[src/vp_cart_pkg.sv]
/*
 * Shared constants for the cartridge path
 * Bus widths, image sizes that select the bank layout,
 * and the download indices accepted by the loader
 */

package vp_cart_pkg;

	////////////////////////////////////////
	// Bus widths
	////////////////////////////////////////

	// Download and ROM data byte
	localparam int DATA_W = 8;

	// 16 KiB cartridge ROM
	localparam int ROM_AW = 14;

	// Console CPU cartridge address
	localparam int CPU_AW = 12;

	// Download port address, only the low ROM_AW bits reach the ROM
	localparam int LOAD_AW = 25;

	// Download index
	localparam int IDX_W = 8;

	// Image size counter
	localparam int SIZE_W = 16;

	////////////////////////////////////////
	// Download indices
	////////////////////////////////////////

	// Regular cartridge image
	localparam logic [IDX_W-1:0] IDX_CART = 8'd1;

	// XROM image, linear mapping
	localparam logic [IDX_W-1:0] IDX_XROM = 8'd2;

	////////////////////////////////////////
	// Image sizes with their own layout
	////////////////////////////////////////

	// Two 2K banks
	localparam logic [SIZE_W-1:0] SIZE_4K = 16'd4096;

	// Four 2K banks
	localparam logic [SIZE_W-1:0] SIZE_8K = 16'd8192;

	// Four 3K banks packed in 4K slots
	localparam logic [SIZE_W-1:0] SIZE_16K = 16'd16384;

endpackage

[src/vp_cart_bank_map.sv]
/*
 * Cartridge bank mapper
 * CPU address and bank lines to ROM address by image size
 * and XROM mode, plus the read enable rule
 */

`timescale 1ns/1ps

module vp_cart_bank_map (
	input  logic [vp_cart_pkg::SIZE_W-1:0]  image_size_i,
	input  logic                            xrom_mode_i,
	input  logic                            load_active_i,
	input  logic [vp_cart_pkg::CPU_AW-1:0]  cpu_addr_i,
	input  logic                            bank0_i,
	input  logic                            bank1_i,
	input  logic                            cs_n_i,
	input  logic                            psen_n_i,
	output logic [vp_cart_pkg::ROM_AW-1:0]  rom_rd_addr_o,
	output logic                            rom_rd_en_o
);

	logic cart_rd;
	logic xrom_rd;

	////////////////////////////////////////
	// Address layout
	////////////////////////////////////////

	// A10 is dropped in the 2K bank layouts
	always_comb begin
		if (xrom_mode_i) begin
			rom_rd_addr_o = {2'b00, cpu_addr_i[11:0]};
		end else begin
			case (image_size_i)
				vp_cart_pkg::SIZE_4K: begin
					rom_rd_addr_o = {2'b00, bank0_i, cpu_addr_i[11], cpu_addr_i[9:0]};
				end
				vp_cart_pkg::SIZE_8K: begin
					rom_rd_addr_o = {1'b0, bank1_i, bank0_i, cpu_addr_i[11], cpu_addr_i[9:0]};
				end
				vp_cart_pkg::SIZE_16K: begin
					// 12K games, full 4K slot per bank
					rom_rd_addr_o = {bank1_i, bank0_i, cpu_addr_i[11:0]};
				end
				default: begin
					// 2K and odd sizes, bank lines ignored
					rom_rd_addr_o = {3'b000, cpu_addr_i[11], cpu_addr_i[9:0]};
				end
			endcase
		end
	end

	////////////////////////////////////////
	// Read enable
	////////////////////////////////////////

	// Program store read
	assign cart_rd = ~psen_n_i;

	// XROM is read as data, but not while CS and BS0 are both high
	assign xrom_rd = psen_n_i & ~(cs_n_i & bank0_i);

	// No reads while the ROM is being loaded
	assign rom_rd_en_o = ~load_active_i & (xrom_mode_i ? xrom_rd : cart_rd);

endmodule

[config.mk]
export PLATFORM = sky130hd
export DESIGN_NAME = vp_cart_bank_map
export DESIGN_NICKNAME = d
export VERILOG_FILES = /design/src/vp_cart_pkg.sv /design/src/vp_cart_bank_map.sv
export SDC_FILE = /design/constraint.sdc
export NUM_CORES = 1
export LEC_CHECK = 0
export ABC_AREA = 0
export BUFFER_PORTS_ARGS = -buffer_cell sky130_fd_sc_hd__buf_2
export CAP_MARGIN = 20
export CORE_AREA = 2 2 39 41
export DETAILED_ROUTE_END_ITERATION = 12
export DIE_AREA = 0 0 41 43
export SYNTH_ARGS = -nofsm -noshare
export SYNTH_HDL_FRONTEND = slang
export SYNTH_SLANG_ARGS = --single-unit
[constraint.sdc]
create_clock -name vclk -period 3.3
set_clock_uncertainty 0.1 [all_clocks]
set_input_delay 0.495 -clock vclk [all_inputs]
set_output_delay 0.495 -clock vclk [all_outputs]
set_load 0.02 [all_outputs]
==> results.cfg <==
[sta]
fmax_ghz = 0.3810
setup_violations = 0
slew_headroom = 0.8054
worst_pin_slew_ps = 289.7
rsz0062_at_grt = no
final_hold_viol_count = 0
worst_slack_ps = 675.6
slew_viol_final = 0
fin_crit_sh = 0.7953
fin_crit_ps = 2624
final.setup.tns_ps = 0

[drt]
vias = 273
ant_nets = 0
routedWlPerCell_um = 7.970
drc = 0
viasPerCell = 4.075
drtIter0Drc = 2
first_pass_iters = 2
drt-total-wl_um = 534

[yosys]
ys_seq_area_frac = 0
syn_avg_cell_area_um2 = 7.351
synth.distinct_cells = 19
synth.cell_area_um2 = 235.2
synth_adder_area_share = 0
synth_top_family_by_area = simple AND/OR/NAND/NOR gates
synthMuxAreaShare = 0.06383
netlist_instances = 32
synth_nets = 66
synth_compound_area_frac = 0.1064
post_synth_xor_area_fraction = 0.03723
synthSimpleGateAreaFrac = 0.4415
ys_warn_count = 0

[cells_and_area]
layout_commonest_cell = buf_2
seq_cells = 0
area_growth_pct = 38.30
layout_common_cells = buf_2, inv_1, nand2_1, nor2_1, or4_1
layout-drive-gt1-share = 0.6667
register_area_um2 = 0
diodes = 0
nClkBuffers = 0
fill_cells = 154
final_nets = 87

[status]
status = complete, no violations

[power]
cellInternalPower_uw = 16.69
powerDensity_mw_per_mm2 = 93.82
p_clk_frac = 0
seqPwrFrac = 0
max-vdd-ir-drop_v = 0.00001749
p_leak_nw = 0.1796
power.switching_uw = 13.83
switching_share = 0.4532
p_comb_frac = 1.000

[grt]
antenna_found_initial = 0
grt_pass1_vias = 265
grt_pass1_wl_um = 945
gr-total-overflow = 0
track_usage = 0.06893
grt_max_degree = 7

[die]
fp.dieH_um = 43
initial_core_util = 0.1700
io_pins = 49
rows = 14
die-area_mm2 = 0.001763
die_w_um = 41
coreArea_mm2 = 0.001384

[worst_setup_path]
start_kind = primary input
critPathArrivalTime_ps = 2030
crit_type = primary input to output port
critPathMaxFanout = 4
crit_chain = buf_2 -> or4_4 -> nor4_4 -> a21oi_2 -> mux2_4 -> buf_2
slowest_delay_ps = 540
crit_required_ps = 2700
crit_top_cell = buf_2
cpMaxStageDelayCell = or4_4
cp-end-kind = output port
crit_buf_inv = 2
crit_family = simple AND/OR/NAND/NOR gates

[cts]
hold_buffers = 0
postCtsSetupBuffers = 0
cts-resized-gates = 0

[worst_hold_path]
hold_class = primary input to output port

[placed_design]
place_congestion = 0.6032
dp_worst_setup_slack_ps = 657.0
port_buffers = 29

[job]
max_cap_violations = 0
[synthesized netlist by cell type]
cell	number	share of area
nand3_1	1	0.021
nor4b_1	1	0.037
nor4_4	1	0.090
nor2_1	2	0.032
or2_2	1	0.027
nand2_1	2	0.032
o21ai_0	1	0.021
or4_1	2	0.064
nand4_1	1	0.027
a31oi_1	1	0.027
buf_4	10	0.32
mux2_4	1	0.064
a21oi_2	1	0.037
xor2_1	1	0.037
inv_1	2	0.032
or4_4	1	0.048
and4b_1	1	0.043
nor3_1	1	0.021
a21oi_1	1	0.021
[metrics by stage]
| step | area (µm²) | total power, mW | hold WS, ps | util | instances |
|---|---|---|---|---|---|
| 2_1_floorplan | 235.2 | 0.02962 | 966.9 | - | 32 |
| 3_3_place_gp | 325.3 | 0.03040 | 890.1 | 0.2351 | 67 |
| 3_5_place_dp | 325.3 | 0.03102 | 890.1 | 0.2351 | 67 |
| 4_1_cts | 325.3 | 0.03107 | 890.1 | 0.2351 | 67 |
| 5_1_grt | 325.3 | 0.03416 | 890.1 | 0.2351 | 67 |
| 6_report | 325.3 | 0.03052 | 890.0 | 0.2351 | 67 |
[power by group through the flow]
stage	Sequential [mW]	Clock (mW)	Combinational (mW)
final	0	0	0.0305
after global routing	0	0	0.0342
after CTS	0	0	0.0311
after detailed placement	0	0	0.0310
after global placement	0	0	0.0304
after floorplan	0	0	0.0296
[kinds of logic (layout without fill, tap and decap cells)]
family                 count (synthesis)  after routing
multiplexers                           1              1
XOR/XNOR                               1              1
buffers and inverters                 12             31
AO/OA/AOI/OAI                          4              4
AND/OR/NAND/NOR                       14             14
[final cells by class]
cell class	instances	area (µm²)	area share
multi-input cells	20	152.6	0.4692
repair buffers	29	145.1	0.4462
well taps	16	20.02	0.06154
inverters	2	7.507	0.02308
[per-layer routing]
metal | global-route usage | vias up | share of wire
li1 | - | 144 | -
met3 | 0.005236 | 0 | 0.086
met1 | 0.06646 | 120 | 0.27
met2 | 0.1406 | 9 | 0.64
met5 | 0 | - | 0
met4 | 0.01333 | 0 | 0
[worst paths after layout]
kind | start | to | slack, ps | depth (start not counted)
max | image_size_i[1] | rom_rd_addr_o[10] | 680 | 6
min | cpu_addr_i[0] | rom_rd_addr_o[0] | 890 | 0
Power figures use the tool's default switching activity.
