<file path="src/vp_cart_pkg.sv">
/*
 * Shared constants for the cartridge path
 * Bus widths, image sizes that select the bank layout,
 * and the download indices accepted by the loader
 */

package vp_cart_pkg;

	////////////////////////////////////////
	// Bus widths
	////////////////////////////////////////

	// Download and ROM data byte
	localparam int DATA_W = 8;

	// 16 KiB cartridge ROM
	localparam int ROM_AW = 14;

	// Console CPU cartridge address
	localparam int CPU_AW = 12;

	// Download port address, only the low ROM_AW bits reach the ROM
	localparam int LOAD_AW = 25;

	// Download index
	localparam int IDX_W = 8;

	// Image size counter
	localparam int SIZE_W = 16;

	////////////////////////////////////////
	// Download indices
	////////////////////////////////////////

	// Regular cartridge image
	localparam logic [IDX_W-1:0] IDX_CART = 8'd1;

	// XROM image, linear mapping
	localparam logic [IDX_W-1:0] IDX_XROM = 8'd2;

	////////////////////////////////////////
	// Image sizes with their own layout
	////////////////////////////////////////

	// Two 2K banks
	localparam logic [SIZE_W-1:0] SIZE_4K = 16'd4096;

	// Four 2K banks
	localparam logic [SIZE_W-1:0] SIZE_8K = 16'd8192;

	// Four 3K banks packed in 4K slots
	localparam logic [SIZE_W-1:0] SIZE_16K = 16'd16384;

endpackage

</file>
<file path="src/vp_cart_loader.sv">
/*
 * Cartridge download loader
 * Start edge detect, image size counter, XROM flag,
 * and the qualified ROM write port
 */

`timescale 1ns/1ps

module vp_cart_loader (
	input  logic                              clk_sys,
	input  logic                              reset,
	input  logic                              load_active_i,
	input  logic [vp_cart_pkg::IDX_W-1:0]     load_index_i,
	input  logic                              load_wr_i,
	input  logic [vp_cart_pkg::LOAD_AW-1:0]   load_addr_i,
	input  logic [vp_cart_pkg::DATA_W-1:0]    load_data_i,
	output logic [vp_cart_pkg::SIZE_W-1:0]    image_size_o,
	output logic                              xrom_mode_o,
	output logic                              rom_wr_en_o,
	output logic [vp_cart_pkg::ROM_AW-1:0]    rom_wr_addr_o,
	output logic [vp_cart_pkg::DATA_W-1:0]    rom_wr_data_o
);

	logic                            load_active_q;
	logic                            cart_index;
	logic                            start_load;
	logic                            wr_accept;
	logic [vp_cart_pkg::SIZE_W-1:0]  image_size_q;
	logic                            xrom_mode_q;

	// Only cartridge and XROM images go to this ROM
	assign cart_index = (load_index_i == vp_cart_pkg::IDX_CART) ||
		(load_index_i == vp_cart_pkg::IDX_XROM);

	// First cycle of a cartridge download window
	assign start_load = load_active_i & ~load_active_q & cart_index;
	assign wr_accept  = load_active_i & load_wr_i & cart_index;

	////////////////////////////////////////
	// Size counter and mode flag
	////////////////////////////////////////

	always_ff @(posedge clk_sys or posedge reset) begin
		if (reset) begin
			load_active_q <= 1'b0;
			image_size_q  <= '0;
			xrom_mode_q   <= 1'b0;
		end else begin
			load_active_q <= load_active_i;
			if (start_load) begin
				// A strobe in the very first cycle still counts
				image_size_q <= {{(vp_cart_pkg::SIZE_W-1){1'b0}}, wr_accept};
				xrom_mode_q  <= (load_index_i == vp_cart_pkg::IDX_XROM);
			end else if (wr_accept) begin
				image_size_q <= image_size_q + {{(vp_cart_pkg::SIZE_W-1){1'b0}}, 1'b1};
			end
		end
	end

	assign image_size_o = image_size_q;
	assign xrom_mode_o  = xrom_mode_q;

	// Write goes straight to the ROM in the strobe cycle
	assign rom_wr_en_o   = wr_accept;
	assign rom_wr_addr_o = load_addr_i[vp_cart_pkg::ROM_AW-1:0];
	assign rom_wr_data_o = load_data_i;

	// Finished images fit the 16K ROM
	a_size_in_rom: assert property (@(posedge clk_sys) disable iff (reset)
		!load_active_i |-> (image_size_o <= vp_cart_pkg::SIZE_16K));

endmodule

</file>
<file path="config.mk">
export PLATFORM = sky130hd
export DESIGN_NAME = vp_cart_loader
export DESIGN_NICKNAME = d
export VERILOG_FILES = /design/src/vp_cart_pkg.sv /design/src/vp_cart_loader.sv
export SDC_FILE = /design/constraint.sdc
export NUM_CORES = 1
export LEC_CHECK = 0
export BUFFER_PORTS_ARGS = -buffer_cell sky130_fd_sc_hd__buf_2
export CAP_MARGIN = 20
export CORE_MARGIN = 2
export CORE_UTILIZATION = 40
export DETAILED_ROUTE_END_ITERATION = 12
export PLACE_DENSITY = 0.75
export SLEW_MARGIN = 30
export SYNTH_ARGS = -nofsm -noshare
export SYNTH_HDL_FRONTEND = slang
export SYNTH_SLANG_ARGS = --single-unit
</file>
<file path="constraint.sdc">
create_clock -name clk_sys -period 2 [get_ports clk_sys]
set_input_delay 0.2 -clock clk_sys [delete_from_list [all_inputs] [get_ports clk_sys]]
set_output_delay 0.2 -clock clk_sys [all_outputs]
set_load 0.02 [all_outputs]
</file>
==> flow_summary.yaml <==
detailed_routing:
  via_per_inst: 5.624
  dr.pass1.iters: 4
  drt-initial-drc-count: 21
  wl_per_cell_um: 14.40
  vias: 956
  routed_wl_um: 2448
  antenna_left: 0
  drc: 0
yosys:
  syn_avg_cell_area_um2: 9.124
  synth_top_cell_by_area: "dfrtp_1"
  yosys-top-cells-area: "dfrtp_1 38%, buf_4 14%, a21oi_1 4.6%"
  async_flop_share: 1.000
  synthAdderAreaFrac: 0.01055
  netlist_instances: 130
  synth.area.mux_share: 0
  synth-compound-area-share: 0.1129
  synth_flop_cell: "dfrtp_1"
  synth_simple_gate_area_frac: 0.2806
  yosys_warnings: 0
  synth_area_mm2: 0.001186
  netlist-cell-type-count: 29
  synth_top_family_by_area: "simple AND/OR/NAND/NOR gates"
  synth_xor_area_frac: 0.04325
  synth_nets: 176
  yosysSeqAreaShare: 0.3797
  synth_edf_count: 0
  synth_most_common_cell: "buf_4"
  synth_commonest_cells: "22 x buf_4, 18 x dfrtp_1, 11 x a21oi_1"
  ys_ff_latch: 18
  synth_top_area_frac: 0.3797
worst_setup_path:
  crit_arrival_ns: 1.92
  required_ns: 2.24
  worstSetupEndpointType: "register"
  critPathMaxFanout: 5
  crit_type: "register to register"
  cp-start-kind: "register"
  startpoint: "image_size_o[0]"
  r2r_start: "image_size_o[0]"
final_layout:
  syn2layout_area_growth_pct: 4.431
  fin_cells: 170
  drive_above_1_share: 0.2950
  n_antenna_cell: 0
  fin_nets: 186
grt:
  grt_max_degree: 19
  grt_overflow: 0
  grt_pass1_vias: 906
  grt_usage: 0.1573
  grt_first_pass_wirelength_um: 4146
  antenna_found_initial: 0
sta:
  hold_viol_final: 4
  setup_slack_ns: 0.3215
  clock.fmax_mhz: 595.8
  drv_slew: 0
  setup_viol: 0
  fin_crit_ns: 1.678
  slew_headroom: 0.5282
  post-route-period-util: 0.8392
  rsz0062_at_grt: "false"
  fin_skew_ns: 0.003552
  finalSetupTns_ns: 0
  worst_slew_pin_slew_ns: 0.7069
  whs_ns: -0.005996
clock_tree:
  cts_sinks: 18
  cts_tree: "built"
  clockRootBuffer: "clkbuf_4"
  clk_path_buf_depth: 2
  ctsHoldBuffers: 0
  cts_buffers: 3
  cts_resized: 0
  clkLatencyLatePin_ns: 0.30
  cts_setup_buffers: 0
  clk_pin_slew_ns: 0.11
  htree_levels: 1
power_and_ir_drop:
  power_density_mw_per_mm2: 524.0
  p_leak_nw: 0.6102
  ir_worst_vdd_uv: 331.7
  power_mw: 0.6491
floorplanning:
  fp.dieH_um: 58.46
  start_util: 0.4265
  die-area_mm2: 0.003417
  coreArea_mm2: 0.002781
  ios: 85
  num_rows: 19
  die_x_um: 58.46
place:
  placedCellCount: 166
  io_buffers: 29
  place.gp.congestion: 0.8406
  place_hpwl_um: 1831
  post-place-ws_ns: 0.2441
status:
  violations: "hold timing"
  status: "finished, violations left"
min_path:
  hp-class: "input port to async pin"
flow_run:
  drv_cap: 0
-- layer usage --
layer  global-route usage  routed length, um  vias up
met3              0.02198                152       14
met1               0.2058               1060      451
li1                     -                  -      465
met5                    0                  0        -
met4              0.09635                 66        0
met2               0.2456               1169       26
-- report_power, final --
group,switching (mW),internal (mW)
combinational,0.0315,0.0187
clock,0.117,0.111
sequential,0.00334,0.367
total,0.152,0.497
-- final timing paths --
| check | end | slack [ns] | cells after the start |
|---|---|---|---|
| max | image_size_o[8] | 0.32 | 5 |
| min | load_active_q | -0.006 | 2 |
| max reg2reg | image_size_o[8] | 0.32 | 5 |
| min reg2reg | image_size_o[15] | 0.57 | 2 |
| max in group asynchronous | image_size_o[8] | 1.56 | 2 |
| min in group clk_sys | load_active_q | 0.04 | 1 |
-- sequential cells by signal, summed over array words and instances (netlist names) --
register,count
load_active_q,1
image_size_o,16
xrom_mode_o,1
-- layout by cell type, fill, tap and decap left out, drive strengths merged, types with 2 or more instances in the layout --
cell and n:
and4 3, nand2 10, or4 5, xor2 4
nand4 7, or3 6, o31ai 3, and2 2
clkbuf 4, buf 33, o21ai 7, and3 6
inv 2, o211ai 2, a21oi 11, nand3 6
nor2 4, dfrtp 18
-- through the flow --
step	cell area, um^2	hold slack, ns	utilization
floorplan	1186	0.1386	-
global placement	1202	0.3295	0.4323
detailed placement	1202	0.3429	0.4323
CTS	1239	0.01019	0.4453
global route	1239	0.03682	0.4453
finish	1239	-0.005996	0.4453
-- worst max-delay path, cell delays in order (launching register included) --
cell     delay, ns
dfrtp_1       0.42
ha_1          0.17
and3_1        0.23
nand4_1       0.20
or4_1         0.52
nand2_1       0.08
-- layout make-up --
type	instances	area [um^2]
Fill cell	284	1543
Multi-Input combinational cell	82	530.5
Sequential cell	18	450.4
Timing Repair Buffer	33	175.2
Tap cell	31	38.79
Clock buffer	4	36.28
Inverter	2	7.507
-- logic make-up after synthesis --
logic type / count (synthesis)
AND/OR/NAND/NOR: 52
buffers and inverters: 30
AO/OA/AOI/OAI: 24
flip-flops: 18
XOR/XNOR: 5
adder cells (fa/ha/maj): 1
Power figures use the tool's default switching activity.
